File: src/arm_isa_pkg.sv
`default_nettype none

package arm_isa_pkg;

	// position of the C flag in the CPSR word
	localparam int cpsr_c_bit = 29;

	typedef enum logic [1:0] {
		sh_lsl = 2'b00,
		sh_lsr = 2'b01,
		sh_asr = 2'b10,
		sh_ror = 2'b11
	} shift_type_t;

	typedef enum logic [4:0] {
		cls_alu, cls_multiply, cls_mrs, cls_msr, cls_msr_flags, cls_swap,
		cls_bx, cls_half_reg, cls_half_imm, cls_single_xfer, cls_block_xfer,
		cls_branch, cls_cop_xfer, cls_cop_op, cls_cop_reg, cls_swi, cls_undefined
	} insn_class_t;

	typedef union packed {
		// data processing layout, also used for the register fields of other classes
		struct packed {
			logic [3:0] cond;
			logic [1:0] class_bits;
			logic imm;
			logic [3:0] opcode;
			logic set_cc;
			logic [3:0] rn;
			logic [3:0] rd;
			logic [4:0] shamt_rs;
			shift_type_t shift_type;
			logic reg_shift;
			logic [3:0] rm;
		} dp;
		struct packed {
			logic [3:0] cond;
			logic [2:0] class_bits;
			logic link;
			logic [23:0] offset;
		} br;
	} insn_word_u;

	// priority order matters, multiply is a special case of the ALU pattern
	function automatic insn_class_t classify_insn(input logic [31:0] w);
		insn_class_t c;
		casez (w)
		32'b????000000??????????????1001????: c = cls_multiply;
		32'b????00010?001111????000000000000: c = cls_mrs;
		32'b????00010?101001111100000000????: c = cls_msr;
		32'b????00?10?1010001111????????????: c = cls_msr_flags;
		32'b????00010?00????????00001001????: c = cls_swap;
		32'b????000100101111111111110001????: c = cls_bx;
		32'b????000??0??????????00001??1????: c = cls_half_reg;
		32'b????000??1??????????????1??1????: c = cls_half_imm;
		32'b????011????????????????????1????: c = cls_undefined;
		32'b????01??????????????????????????: c = cls_single_xfer;
		32'b????100?????????????????????????: c = cls_block_xfer;
		32'b????101?????????????????????????: c = cls_branch;
		32'b????110?????????????????????????: c = cls_cop_xfer;
		32'b????1110???????????????????0????: c = cls_cop_op;
		32'b????1110???????????????????1????: c = cls_cop_reg;
		32'b????1111????????????????????????: c = cls_swi;
		32'b????00??????????????????????????: c = cls_alu;
		default: c = cls_undefined;
		endcase
		return c;
	endfunction

endpackage

`default_nettype wire

File: src/arm_core_pkg.sv
`default_nettype none

package arm_core_pkg;

	localparam int word_bits = 32;
	localparam int word_bytes = word_bits / 8;
	localparam int reg_addr_bits = 4;
	localparam int gpr_count = 15;
	localparam logic [reg_addr_bits-1:0] pc_reg = reg_addr_bits'(15);

	localparam int queue_depth = 4;
	localparam int queue_ptr_bits = $clog2(queue_depth);

	// r15 reads back this far behind the stamped PC
	localparam logic [word_bits-1:0] pc_read_offset = word_bits'(8);
	// ALU with a register-specified shift sees one more word of pipeline
	localparam logic [word_bits-1:0] pc_read_offset_rs = word_bits'(12);
	localparam logic [word_bits-1:0] fetch_pc_ahead = word_bits'(8);
	localparam logic [word_bits-1:0] reset_pc = word_bits'(0);

endpackage

`default_nettype wire

File: src/pc_sequencer.sv
`timescale 1ns/100ps
`default_nettype none

module pc_sequencer (
	input wire clk,
	input wire rst_n,
	input wire insn_strobe,
	input wire [arm_core_pkg::word_bits-1:0] insn_word,
	input wire queue_full,
	output logic push,
	output logic [arm_core_pkg::word_bits-1:0] push_insn,
	output logic [arm_core_pkg::word_bits-1:0] push_pc
);
	import arm_core_pkg::*;

	// byte address of the next word to be accepted
	logic [word_bits-1:0] fetch_addr;

	// a strobe into a full queue is lost and the address stays
	assign push = insn_strobe && !queue_full;
	assign push_insn = insn_word;
	assign push_pc = fetch_addr + fetch_pc_ahead;

	always_ff @(posedge clk) begin
		if (!rst_n) begin
			fetch_addr <= reset_pc;
		end else if (push) begin
			fetch_addr <= fetch_addr + word_bits'(word_bytes);
		end
	end

endmodule

`default_nettype wire

File: src/insn_queue.sv
`timescale 1ns/100ps
`default_nettype none

module insn_queue (
	input wire clk,
	input wire rst_n,
	input wire push,
	input wire [arm_core_pkg::word_bits-1:0] push_insn,
	input wire [arm_core_pkg::word_bits-1:0] push_pc,
	input wire pop,
	output logic [arm_core_pkg::word_bits-1:0] head_insn,
	output logic [arm_core_pkg::word_bits-1:0] head_pc,
	output logic queue_empty,
	output logic queue_full
);
	import arm_core_pkg::*;

	logic [word_bits-1:0] insn_mem [queue_depth];
	logic [word_bits-1:0] pc_mem [queue_depth];
	logic [queue_ptr_bits-1:0] wr_ptr;
	logic [queue_ptr_bits-1:0] rd_ptr;
	logic [queue_ptr_bits:0] count;
	logic do_push;
	logic do_pop;

	// wraps at queue_depth, which need not be a power of two
	function automatic logic [queue_ptr_bits-1:0] next_ptr(input logic [queue_ptr_bits-1:0] ptr);
		return (ptr == queue_ptr_bits'(queue_depth - 1)) ? '0 : ptr + 1'b1;
	endfunction

	assign queue_empty = (count == '0);
	assign queue_full = (count == (queue_ptr_bits + 1)'(queue_depth));
	assign do_pop = pop && !queue_empty;
	// when full, a word can still enter as the head leaves
	assign do_push = push && (!queue_full || do_pop);

	assign head_insn = insn_mem[rd_ptr];
	assign head_pc = pc_mem[rd_ptr];

	always_ff @(posedge clk) begin
		if (do_push) begin
			insn_mem[wr_ptr] <= push_insn;
			pc_mem[wr_ptr] <= push_pc;
		end
	end

	always_ff @(posedge clk) begin
		if (!rst_n) begin
			wr_ptr <= '0;
			rd_ptr <= '0;
			count <= '0;
		end else begin
			if (do_push) begin
				wr_ptr <= next_ptr(wr_ptr);
			end
			if (do_pop) begin
				rd_ptr <= next_ptr(rd_ptr);
			end
			case ({do_push, do_pop})
			2'b10: count <= count + 1'b1;
			2'b01: count <= count - 1'b1;
			default: ;
			endcase
		end
	end

endmodule

`default_nettype wire

File: src/register_file.sv
`timescale 1ns/100ps
`default_nettype none

module register_file (
	input wire clk,
	input wire wb_strobe,
	input wire [arm_core_pkg::reg_addr_bits-1:0] wb_addr,
	input wire [arm_core_pkg::word_bits-1:0] wb_data,
	input wire [arm_core_pkg::reg_addr_bits-1:0] read_0,
	input wire [arm_core_pkg::reg_addr_bits-1:0] read_1,
	input wire [arm_core_pkg::reg_addr_bits-1:0] read_2,
	output logic [arm_core_pkg::word_bits-1:0] rdata_0,
	output logic [arm_core_pkg::word_bits-1:0] rdata_1,
	output logic [arm_core_pkg::word_bits-1:0] rdata_2
);
	import arm_core_pkg::*;

	// r0 to r14 only, the PC lives in the decoder
	logic [word_bits-1:0] regs [gpr_count];

	always_ff @(posedge clk) begin
		if (wb_strobe && wb_addr != pc_reg) begin
			regs[wb_addr] <= wb_data;
		end
	end

	assign rdata_0 = (read_0 == pc_reg) ? '0 : regs[read_0];
	assign rdata_1 = (read_1 == pc_reg) ? '0 : regs[read_1];
	assign rdata_2 = (read_2 == pc_reg) ? '0 : regs[read_2];

endmodule

`default_nettype wire

File: src/operand_shifter.sv
`timescale 1ns/100ps
`default_nettype none

module operand_shifter (
	input wire arm_isa_pkg::insn_word_u insn,
	input wire [arm_core_pkg::word_bits-1:0] operand,
	input wire [arm_core_pkg::word_bits-1:0] reg_amt,
	input wire carry_in,
	output logic [arm_core_pkg::word_bits-1:0] result,
	output logic carry_out
);
	import arm_core_pkg::*;
	import arm_isa_pkg::*;

	logic [5:0] amt;
	logic [word_bits-1:0] rs_value;
	logic rs_carry;
	logic is_arith;
	logic is_rot;
	logic imm_zero;

	assign is_arith = (insn.dp.shift_type == sh_asr);
	assign is_rot = (insn.dp.shift_type == sh_ror);
	assign imm_zero = (insn.dp.shamt_rs == '0);

	// immediate 0 stands for 32 on LSR and ASR
	always_comb begin
		if (insn.dp.reg_shift) begin
			amt = (reg_amt[7:0] > 8'd32) ? 6'd32 : reg_amt[5:0];
		end else begin
			amt = {imm_zero && (is_arith || insn.dp.shift_type == sh_lsr), insn.dp.shamt_rs};
		end
	end

	// stages of 32, 16, 8, 4, 2 and 1, each keeping the last bit shifted out
	always_comb begin
		rs_value = operand;
		rs_carry = carry_in;
		for (int i = 5; i >= 0; i--) begin
			if (amt[i]) begin
				rs_carry = rs_value[(1 << i) - 1];
				if (is_rot) begin
					rs_value = (rs_value >> (1 << i)) | (rs_value << (word_bits - (1 << i)));
				end else if (is_arith) begin
					rs_value = $unsigned($signed(rs_value) >>> (1 << i));
				end else begin
					rs_value = rs_value >> (1 << i);
				end
			end
		end
	end

	always_comb begin
		result = rs_value;
		carry_out = rs_carry;
		if (insn.dp.shift_type == sh_lsl) begin
			{carry_out, result} = {carry_in, operand} << amt;
		end else if (is_rot && !insn.dp.reg_shift && imm_zero) begin
			// RRX rotates the old carry into bit 31
			result = {carry_in, operand[word_bits-1:1]};
			carry_out = operand[0];
		end
	end

endmodule

`default_nettype wire

File: src/operand_decode.sv
`timescale 1ns/100ps
`default_nettype none

module operand_decode (
	input wire clk,
	input wire rst_n,
	input wire queue_empty,
	input wire [arm_core_pkg::word_bits-1:0] head_insn,
	input wire [arm_core_pkg::word_bits-1:0] head_pc,
	input wire hold,
	input wire cpsr_carry,
	output logic pop,
	output logic [arm_core_pkg::reg_addr_bits-1:0] read_0,
	output logic [arm_core_pkg::reg_addr_bits-1:0] read_1,
	output logic [arm_core_pkg::reg_addr_bits-1:0] read_2,
	input wire [arm_core_pkg::word_bits-1:0] rdata_0,
	input wire [arm_core_pkg::word_bits-1:0] rdata_1,
	input wire [arm_core_pkg::word_bits-1:0] rdata_2,
	output arm_isa_pkg::insn_word_u shift_insn,
	output logic [arm_core_pkg::word_bits-1:0] shift_operand,
	output logic [arm_core_pkg::word_bits-1:0] shift_amt,
	input wire [arm_core_pkg::word_bits-1:0] shift_result,
	input wire shift_carry,
	output logic [arm_core_pkg::word_bits-1:0] op0,
	output logic [arm_core_pkg::word_bits-1:0] op1,
	output logic [arm_core_pkg::word_bits-1:0] op2,
	output logic carry,
	output arm_isa_pkg::insn_class_t op_class,
	output logic op_valid
);
	import arm_core_pkg::*;
	import arm_isa_pkg::*;

	insn_word_u insn;
	logic [word_bits-1:0] inpc;
	logic insn_valid;
	insn_class_t cls;
	logic [word_bits-1:0] rpc;
	logic [word_bits-1:0] regs0;
	logic [word_bits-1:0] regs1;
	logic [2*word_bits-1:0] rot_pair;
	logic [word_bits-1:0] rot_imm;
	logic [word_bits-1:0] op0_next;
	logic [word_bits-1:0] op1_next;
	logic [word_bits-1:0] op2_next;
	logic carry_next;

	// fetch and operand stages stall together on hold
	assign pop = !queue_empty && !hold;

	always_ff @(posedge clk) begin
		if (pop) begin
			insn <= head_insn;
			inpc <= head_pc;
		end
	end

	assign cls = classify_insn(insn);

	assign rpc = inpc - ((cls == cls_alu && !insn.dp.imm && insn.dp.reg_shift)
		? pc_read_offset_rs : pc_read_offset);
	assign regs0 = (read_0 == pc_reg) ? rpc : rdata_0;
	assign regs1 = (read_1 == pc_reg) ? rpc : rdata_1;

	// 8-bit immediate rotated right by twice the rotate field
	assign rot_pair = {2{word_bits'(insn[7:0])}};
	assign rot_imm = word_bits'(rot_pair >> {insn[11:8], 1'b0});

	assign shift_insn = insn;
	assign shift_operand = regs1;
	assign shift_amt = rdata_2;

	always_comb begin
		read_0 = '0;
		read_1 = '0;
		read_2 = '0;
		case (cls)
		cls_multiply: begin
			// accumulate register sits in the rd slot
			read_0 = insn.dp.rd;
			read_1 = insn.dp.rm;
			read_2 = insn.dp.shamt_rs[4:1];
		end
		cls_alu: begin
			read_0 = insn.dp.rn;
			read_1 = insn.dp.rm;
			read_2 = insn.dp.shamt_rs[4:1];
		end
		cls_swap, cls_half_reg, cls_single_xfer: begin
			read_0 = insn.dp.rn;
			read_1 = insn.dp.rm;
		end
		cls_msr, cls_msr_flags, cls_bx: read_0 = insn.dp.rm;
		cls_half_imm, cls_block_xfer, cls_cop_xfer: read_0 = insn.dp.rn;
		cls_cop_reg: read_0 = insn.dp.rd;
		default: ;
		endcase
	end

	always_comb begin
		op0_next = '0;
		op1_next = '0;
		op2_next = '0;
		carry_next = 1'b0;
		case (cls)
		cls_multiply: begin
			op0_next = regs0;
			op1_next = regs1;
			op2_next = rdata_2;
		end
		cls_alu: begin
			op0_next = regs0;
			op1_next = insn.dp.imm ? rot_imm : shift_result;
			carry_next = insn.dp.imm ? cpsr_carry : shift_carry;
		end
		cls_msr, cls_bx, cls_cop_reg: op0_next = regs0;
		cls_msr_flags: op0_next = insn.dp.imm ? rot_imm : regs0;
		cls_swap, cls_half_reg: begin
			op0_next = regs0;
			op1_next = regs1;
		end
		cls_half_imm: begin
			op0_next = regs0;
			op1_next = word_bits'({insn[11:8], insn[3:0]});
		end
		cls_single_xfer: begin
			// bit 25 set means a shifted register offset here
			op0_next = regs0;
			op1_next = insn.dp.imm ? shift_result : word_bits'(insn[11:0]);
			carry_next = insn.dp.imm ? shift_carry : cpsr_carry;
		end
		cls_block_xfer: begin
			op0_next = regs0;
			op1_next = word_bits'(insn[15:0]);
		end
		cls_branch: op0_next = {{(word_bits-26){insn.br.offset[23]}}, insn.br.offset, 2'b00};
		cls_cop_xfer: begin
			op0_next = regs0;
			op1_next = word_bits'(insn[7:0]);
		end
		default: ;
		endcase
	end

	always_ff @(posedge clk) begin
		if (!rst_n) begin
			insn_valid <= 1'b0;
			op_valid <= 1'b0;
			op0 <= '0;
			op1 <= '0;
			op2 <= '0;
			carry <= 1'b0;
			op_class <= cls_alu;
		end else if (hold) begin
			op_valid <= 1'b0;
		end else begin
			insn_valid <= pop;
			op_valid <= insn_valid;
			if (insn_valid) begin
				op0 <= op0_next;
				op1 <= op1_next;
				op2 <= op2_next;
				carry <= carry_next;
				op_class <= cls;
			end
		end
	end

endmodule

`default_nettype wire

File: src/decode_top.sv
`timescale 1ns/100ps
`default_nettype none

module decode_top (
	input wire clk,
	input wire rst_n,
	input wire insn_strobe,
	input wire [arm_core_pkg::word_bits-1:0] insn_word,
	output wire queue_full,
	input wire hold,
	input wire cpsr_carry,
	input wire wb_strobe,
	input wire [arm_core_pkg::reg_addr_bits-1:0] wb_addr,
	input wire [arm_core_pkg::word_bits-1:0] wb_data,
	output wire [arm_core_pkg::word_bits-1:0] op0,
	output wire [arm_core_pkg::word_bits-1:0] op1,
	output wire [arm_core_pkg::word_bits-1:0] op2,
	output wire carry,
	output wire arm_isa_pkg::insn_class_t op_class,
	output wire op_valid
);
	import arm_core_pkg::*;
	import arm_isa_pkg::*;

	wire push;
	wire [word_bits-1:0] push_insn;
	wire [word_bits-1:0] push_pc;
	wire pop;
	wire [word_bits-1:0] head_insn;
	wire [word_bits-1:0] head_pc;
	wire queue_empty;
	wire [reg_addr_bits-1:0] read_0;
	wire [reg_addr_bits-1:0] read_1;
	wire [reg_addr_bits-1:0] read_2;
	wire [word_bits-1:0] rdata_0;
	wire [word_bits-1:0] rdata_1;
	wire [word_bits-1:0] rdata_2;
	wire insn_word_u shift_insn;
	wire [word_bits-1:0] shift_operand;
	wire [word_bits-1:0] shift_amt;
	wire [word_bits-1:0] shift_result;
	wire shift_carry;

	// port names match the nets above
	pc_sequencer i_pc_sequencer (.*);
	insn_queue i_insn_queue (.*);
	register_file i_register_file (.*);
	operand_decode i_operand_decode (.*);

	operand_shifter i_operand_shifter (
		.insn(shift_insn),
		.operand(shift_operand),
		.reg_amt(shift_amt),
		.carry_in(cpsr_carry),
		.result(shift_result),
		.carry_out(shift_carry)
	);

endmodule

`default_nettype wire

File: config.mk
export PLATFORM = sky130hd
export DESIGN_NAME = decode_top
export DESIGN_NICKNAME = d
export VERILOG_FILES = /design/src/arm_isa_pkg.sv /design/src/arm_core_pkg.sv /design/src/pc_sequencer.sv /design/src/insn_queue.sv /design/src/register_file.sv /design/src/operand_shifter.sv /design/src/operand_decode.sv /design/src/decode_top.sv
export SDC_FILE = /design/constraint.sdc
export NUM_CORES = 2
export LEC_CHECK = 0
export BUFFER_PORTS_ARGS = -buffer_cell sky130_fd_sc_hd__clkbuf_2
export CORE_MARGIN = 3
export CORE_UTILIZATION = 25
export DETAILED_ROUTE_END_ITERATION = 12
export GPL_ROUTABILITY_DRIVEN = 1
export HOLD_SLACK_MARGIN = 0.12
export PLACE_DENSITY_LB_ADDON = 0.08
export SLEW_MARGIN = 20
export SYNTH_ARGS = -nofsm -noshare
export SYNTH_HDL_FRONTEND = slang
export SYNTH_SLANG_ARGS = --single-unit
File: constraint.sdc
create_clock -name clk -period 17.8 [get_ports clk]
set_input_delay 3.56 -clock clk [delete_from_list [all_inputs] [get_ports clk]]
set_output_delay 3.56 -clock clk [all_outputs]
set_load 0.01 [all_outputs]
; Yosys cells after proc, flatten, opt, wreduce, memory -nomap -nowiden
; Memories as Yosys holds them, arrays and structs flattened. A register that Yosys moved wholly into a read port is not among the register bits.
; Index checks and enable logic that the tools add are counted.
[classes]
addsub = 7
n_lt_le_gt_ge = 1
n_eq_ne = 40
shifts = 2
mux = 56
n_bitwise = 7
n_reduce_logical = 32
[op_table]
columns = operator, count
row1 = $mux W32, 27
row2 = $pmux W32 S6, 1
row3 = $pmux W32 S3, 1
row4 = $eq A23 B20 Y1 const B, 2
row5 = $pmux W5 S8, 1
row6 = $shr A40 B5 Y32, 1
row7 = $shl A33 B6 Y33, 1
row8 = $add A32 B3 Y32 const B, 1
row9 = $add A32 B4 Y32 const B, 1
row10 = $or A16 B32 Y32, 1
row11 = $or A24 B32 Y32, 1
row12 = $or A28 B32 Y32, 1
row13 = $or A30 B32 Y32, 1
row14 = $or A31 B32 Y32, 1
row15 = $sub A32 B32 Y32, 1
row16 = $eq A5 B4 Y1 const B, 6
row17 = $pmux W5 S6, 1
row18 = $eq A24 B21 Y1 const B, 1
row19 = $eq A5 B3 Y1 const B, 4
row20 = $eq A4 B4 Y1 const B, 4
row21 = $eq A15 B12 Y1 const B, 1
row22 = $pmux W5 S3, 1
row23 = $eq A14 B12 Y1 const B, 1
row24 = $mux W1, 14
row25 = 36 further kinds, 70
[word_totals]
ff_bits = 143
mem_bits_rw = 736
in_bits = 74
output_inout_bits = 104
wordCells = 159
n_memories = 3
[memory_table]
columns = name, words, width, read_ports, rd_ports_with_merged_regs, wr, line
row1 = i_register_file.regs, 15, 32, 3, 0, 1, register_file.sv:19  ; logic [word_bits-1:0] regs [gpr_count];
row2 = i_insn_queue.insn_mem, 4, 32, 1, 1, 1, insn_queue.sv:18  ; logic [word_bits-1:0] insn_mem [queue_depth];
row3 = i_insn_queue.pc_mem, 4, 32, 1, 1, 1, insn_queue.sv:19  ; logic [word_bits-1:0] pc_mem [queue_depth];

; Logic depth before layout (Yosys ltp)
[logic_depth]
depth_word = 32
ltp_mapped = 28
ltp_nobuf = 25

; Cells and area by module
; From an unflattened synthesis, not the netlist that was laid out.
[unflattened]
hier_cells = 4461
area_unflattened_um2 = 54253.3
[by_module_without_submodules]
columns = module, instances, cells_each, area_each_um2
row1 = register_file, 1, 1738, 26366.5
row2 = operand_decode, 1, 1293, 10812.9
row3 = insn_queue, 1, 402, 9826.9
row4 = operand_shifter, 1, 743, 5034.8
row5 = pc_sequencer, 1, 285, 2212.1

; Worst setup path after synthesis
; OpenSTA, ideal clock, no wires.
[synth_path]
kind = input to register
startpoint = input hold
endpoint = register i_insn_queue.count[2]
setup_ps = 71
t_arrival_ps = 7669
slack_ps = 10061
cell_stages = 7
path_buffers = 0
path_cell_list = nor2_1 > ha_1 > inv_1 > fa_1 > xor2_1 > or3_1 > a21oi_1
[synth_via]
elab_chain_cells = 7
elab_cells_between_ends = 9
classes_between = eq/ne (2) / mux (1) / reduce/logical (6)
[synth_lines]
columns = element, line
row1 = from (decl), decode_top.sv:10  ; input wire hold,
row2 = $logic_not A1 Y1 *, operand_decode.sv:49  ; assign pop = !queue_empty && !hold;
row3 = $logic_and A1 B1 Y1 *, operand_decode.sv:49
row4 = $logic_and A1 B1 Y1 *, insn_queue.sv:33  ; assign do_pop = pop && !queue_empty;
row5 = $logic_or A1 B1 Y1, insn_queue.sv:35  ; assign do_push = push && (!queue_full || do_pop);
row6 = $logic_and A1 B1 Y1, insn_queue.sv:35
row7 = $eq A2 B1 Y1 or $eq A2 B2 Y1 (tied branches), insn_queue.sv:59  ; case ({do_push, do_pop})
row8 = $pmux W3 S2 or $reduce_bool A2 Y1 (tied branches), n/a
row9 = to (signal assigned), insn_queue.sv:60  ; 2'b10: count <= count + 1'b1;
row10 = to (signal assigned), insn_queue.sv:61  ; 2'b01: count <= count - 1'b1;
row11 = to (decl), insn_queue.sv:22  ; logic [queue_ptr_bits:0] count;
; Mark *: on every way between the ends. The rest lies on a longest branch, timed or not.
; A chain may end at the register's enable or synchronous reset.

; Worst setup path after layout
[layout_path]
startpoint = register i_operand_decode.insn (netlist bit i_operand_decode.shift_insn[9]), read port of i_insn_queue.insn_mem
endpoint = register i_operand_decode.op1[5] (netlist name)
[layout_via]
elab_chain_cells = 31
elab_cells_between_ends = 65
classes_between = add/sub (1) / order compare (1) / eq/ne (14) / shift (2) / mux (32) / bitwise (5) / reduce/logical (9) / memory (1)
[layout_lines]
columns = element, line
row1 = from (decl), operand_decode.sv:34  ; insn_word_u insn;
row2 = $eq A10 B2 Y1, arm_isa_pkg.sv:47  ; casez (w)
row3 = $pmux W5 S3, arm_isa_pkg.sv:47
row4 = $pmux W5 S6, arm_isa_pkg.sv:47
row5 = $eq A5 B1 Y1 or $logic_not A5 Y1 (tied branches), "operand_decode.sv:77, operand_decode.sv:105, operand_decode.sv:60"
row6 = $reduce_or A2 Y1 (no source line) or $logic_and A1 B1 Y1 (tied branches), n/a
row7 = $mux W4 or $logic_and A1 B1 Y1 (tied branches), "operand_decode.sv:77, operand_decode.sv:60"
row8 = $mem_v2 Z15 W32 (tied with other cells), n/a
row9 = $mux W32 or $sub A32 B32 Y32 (tied branches), "register_file.sv:29, operand_decode.sv:60"
row10 = (+15 left out), n/a
row11 = $mux W32, operand_shifter.sv:40  ; if (amt[i]) begin
row12 = $mux W32 or $or A31 B32 Y32 (tied branches), "operand_shifter.sv:44, operand_shifter.sv:43"
row13 = $mux W32, operand_shifter.sv:42  ; if (is_rot) begin
row14 = $mux W32, operand_shifter.sv:40
row15 = $mux W32, operand_shifter.sv:58  ; end else if (is_rot && !insn.dp.reg_shift && imm_zero) begin
row16 = $mux W32, operand_shifter.sv:56  ; if (insn.dp.shift_type == sh_lsl) begin
row17 = $mux W32 (on tied branches), "operand_decode.sv:129, operand_decode.sv:113"
row18 = $pmux W32 S6 *, operand_decode.sv:105  ; case (cls)
row19 = to (signal assigned), operand_decode.sv:161  ; op1 <= op1_next;
row20 = to (decl), operand_decode.sv:25  ; output logic [arm_core_pkg::word_bits-1:0] op1,
; Marks and branches as above.

==> summary.md <==
| Metric | Value |
|---|---|
| Reg-to-reg endpoint | i_operand_decode.op1[5]$_SDFFE_PN0P_ |
| Clk slew on worst S/H paths | approximately 0.06 ns |
| Least-Margin Pin Slew | between 1 and 1.5 ns |
| Routed wire length | 282.1 mm |
| Root Buffer | clkbuf_16 |
| IO buf count | 173 |
| Crit start category | flip-flop |
| Cell leakage power | slightly above 20 nW |
| Clk_lat worst skew | roughly 0.80 ns |
| Finish-stage setup viols | 0 |
| Flops & latches, synth | 911 |
| Post-synthesis area per instance | 10.08 um2 |
| Area delta synth->final | 15.20% |
| Fmax | 99.12 MHz |
| Worst hold slack | 0.4572 ns |
| WP buf/inv | 2 |
| Vias in the first global route | 44830 |
| Max-slew headroom | 13.40% |
| Top cell type's share of synthesized area | 43.83% |
| Router iterations before antenna repair | 8 |
| Crit path max-delay family | simple AND/OR/NAND/NOR gates |
| Ranking of synthesized cells by area | edfxtp_1 44%, nand2_1 6.1%, dfxtp_1 5.4% |
| Critical Path RT | around 18 ns |
| EDFF count, synth | between 700 and 800 |
| Starting density of the core | 25.30% |
| Routed len/inst | between 30 and 40 um |
| Crit path from | i_operand_decode.shift_insn[9]$_DFFE_PP_ |
| Global route overflow | 0 |
| Maximum clock path buffer count | 3 |
| Pwr Density | 193.0 nW/um2 |
| Mapped Cells | roughly 5200 |
| Post-route minimum period | 10.09 ns |
| Fin. Hold Viols | 0 |
| Top_reg_cell synth | edfxtp_1 |
| Post-route ant nets | 0 |
| Post-layout util | 29.14% |
| H-tree depth | 3 |
| Most frequent cells in the layout | 852 x nand2_1, 770 x edfxtp_1, 422 x nor2_1, 327 x a21oi_1, 232 x nand3_1 |
| First-pass GRT wire length | slightly below 400 mm |
| Post-CTS setup buffers | 0 |
| CP Depth | 25 |
| Register-to-Register Path Depth | 25 |
| Die Width | 465.4 um |
| Maxcap violations | 0 |
| Seq/Total Area, Yosys | 49.18% |
| Reg2reg start | i_operand_decode.shift_insn[9]$_DFFE_PP_ |
| DR vias/cell | ~5.8 |
| Total CTS buffers | 117 |
| Chip Height | 465.4 um |
| Element type at the critical path end | flip-flop |
| Final nets | ~5400 |
| Core footprint | 208500 um2 |
| DR vias | 46980 |
| CP arrival | 10.74 ns |
| Clk_skew | 0.05451 ns |
| Post-synth ARST share | 0% |
| CP max stage delay | between 0.9 and 1 ns |
| Sum of negative setup slack | 0 ns |
| Pin count of the biggest net entering global routing | 120 |
| Worst VDD drop | 0.0001567 V |
| CTS tree | yes |
| Sink Count | 911 |
| Routability cong. | 0.9308 |
| Final Max Tran Viols | 0 |
| I/O pins | 178 |
| Crit path to | i_operand_decode.op1[5]$_SDFFE_PN0P_ |
| Initial DRC count | between 5000 and 6000 |
| HP Class | reg -> reg |
| RSZ-0062 raised after global routing | false |
| Drc violations | 0 |
| Synthesized cell area | ~53000 um2 |
| Synth Warn # | 0 |
| Worst path slowest cell | a211oi_4 |
| Layout cells sized above 1 | 15.40% |
| Total GRT Usage | between 20% and 30% |
| Site row count | 167 |
| Status | complete, no violations |
| Resize count post-CTS | 0 |
| Yosys top cell by area | edfxtp_1 |
| Commonest non-fill, non-tap cell in the layout | nand2_1 |
| Synthesized Nets | 5323 |
| Final worst path period share | a little under three fifths |
| Die area | 216600 um2 |
| Reg2reg setup slack | 7.71 ns |
| CTS Hold Buffers Added | 0 |
| Cell variety after synth | 124 |
| Critical path class | reg -> reg |
| Max FO, Critical Path | between 50 and 60 |
| Initial antenna violation count | 25 |
| Hpwl dp | 183.2 mm |
==> synthesized netlist by cell type (all sizes together) (11+ instances only) <==
master	n
a211o	11
a211oi	168
a21o	23
a21oi	330
a221oi	70
a222oi	13
a22oi	40
a311oi	100
a31oi	108
a32oi	17
and2	32
and3	90
buf	162
clkbuf	281
dfxtp	141
edfxtp	770
ha	13
inv	42
mux2	55
mux2i	194
mux4	109
nand2	860
nand2b	16
nand3	232
nand4	20
nor2	441
nor2b	58
nor3	87
nor4	18
o211a	14
o211ai	70
o21a	22
o21ai	217
o221ai	29
o22ai	41
o311ai	13
o31ai	13
o32ai	19
or2	13
or3	35
or4	13
xnor2	44
xor2	40
==> worst min path at each step <==
stage | startpoint | endpoint | slack (ns) | cells after the start
3_5_place_dp | i_operand_decode.op0[18]$_SDFFE_PN0P_ | i_operand_decode.op0[18]$_SDFFE_PN0P_ | 0.45 | 1
5_1_grt | i_operand_decode.op0[21]$_SDFFE_PN0P_ | i_operand_decode.op0[21]$_SDFFE_PN0P_ | 0.48 | 2
4_1_cts | i_operand_decode.op0[18]$_SDFFE_PN0P_ | i_operand_decode.op0[18]$_SDFFE_PN0P_ | 0.46 | 1
3_3_place_gp | i_operand_decode.op0[18]$_SDFFE_PN0P_ | i_operand_decode.op0[18]$_SDFFE_PN0P_ | 0.45 | 1
2_1_floorplan | i_insn_queue.count[2]$_SDFFE_PN0P_ | i_insn_queue.count[2]$_SDFFE_PN0P_ | 0.47 | 2
6_report | i_operand_decode.op0[18]$_SDFFE_PN0P_ | i_operand_decode.op0[18]$_SDFFE_PN0P_ | 0.46 | 1
==> through the flow <==
step | std cells | worst slack [ns] | instance area, um2 | total power [mW]
finish | 8160 | 7.711 | 60770 | 11.73
global route | 8155 | 7.585 | 60760 | 12.09
CTS | 8153 | 7.971 | 60760 | 11.66
detailed placement | 7932 | 8.046 | 56930 | 9.232
global placement | 7931 | 7.938 | 56920 | 9.260
floorplan | 5235 | 10.06 | 52750 | 6.157
==> per-layer routing <==
metal / part of all wire, % / global-route usage [%] / vias up
li1: - / - / 20110
met1: 43 / 34.25 / 24020
met2: 44 / 38.89 / 2318
met3: 7.6 / 4.302 / 514
met4: 5.1 / 11.51 / 12
met5: 0.031 / 0 / -
==> state kept, by name, summed over array words and instances, names as in the netlist <==
| name | cells |
|---|---|
| i_operand_decode.op_valid | 1 |
| i_operand_decode.op_class | 5 |
| i_pc_sequencer.fetch_addr | 30 |
| i_operand_decode.insn_valid | 1 |
| i_insn_queue.pc_mem | 120 |
| i_operand_decode.op1 | 32 |
| i_insn_queue.wr_ptr | 2 |
| i_insn_queue.insn_mem | 112 |
| i_register_file.regs | 480 |
| i_operand_decode.shift_insn | 28 |
| i_operand_decode.op2 | 32 |
| i_operand_decode.inpc | 30 |
| i_insn_queue.rd_ptr | 2 |
| i_insn_queue.count | 3 |
| i_operand_decode.carry | 1 |
| i_operand_decode.op0 | 32 |
==> cell families after synthesis <==
group | synth area share, %
AO/OA/AOI/OAI | 19.30
XOR/XNOR | 1.395
adder cells (fa/ha/maj) | 0.3463
buffers and inverters | 3.963
flip-flops | 49.18
multiplexers | 9.515
AND/OR/NAND/NOR | 16.30
==> where the power goes <==
part | switching, mW | total (mW) | internal, mW
logic | 4.98 | 6.74 | 1.75
registers | 0.120 | 2.60 | 2.48
clock network | 1.02 | 2.39 | 1.37
==> layout make-up <==
cell class	count	area, um2
fillers	21850	147800
flip-flops and latches	911	25950
multi-input cells	3837	25060
well taps	2788	3488
clock buffers	168	3333
repair buffers	352	2260
clock inverters	53	495.5
inverters	44	167.7
diodes	7	17.52
Power figures use the tool's default switching activity.
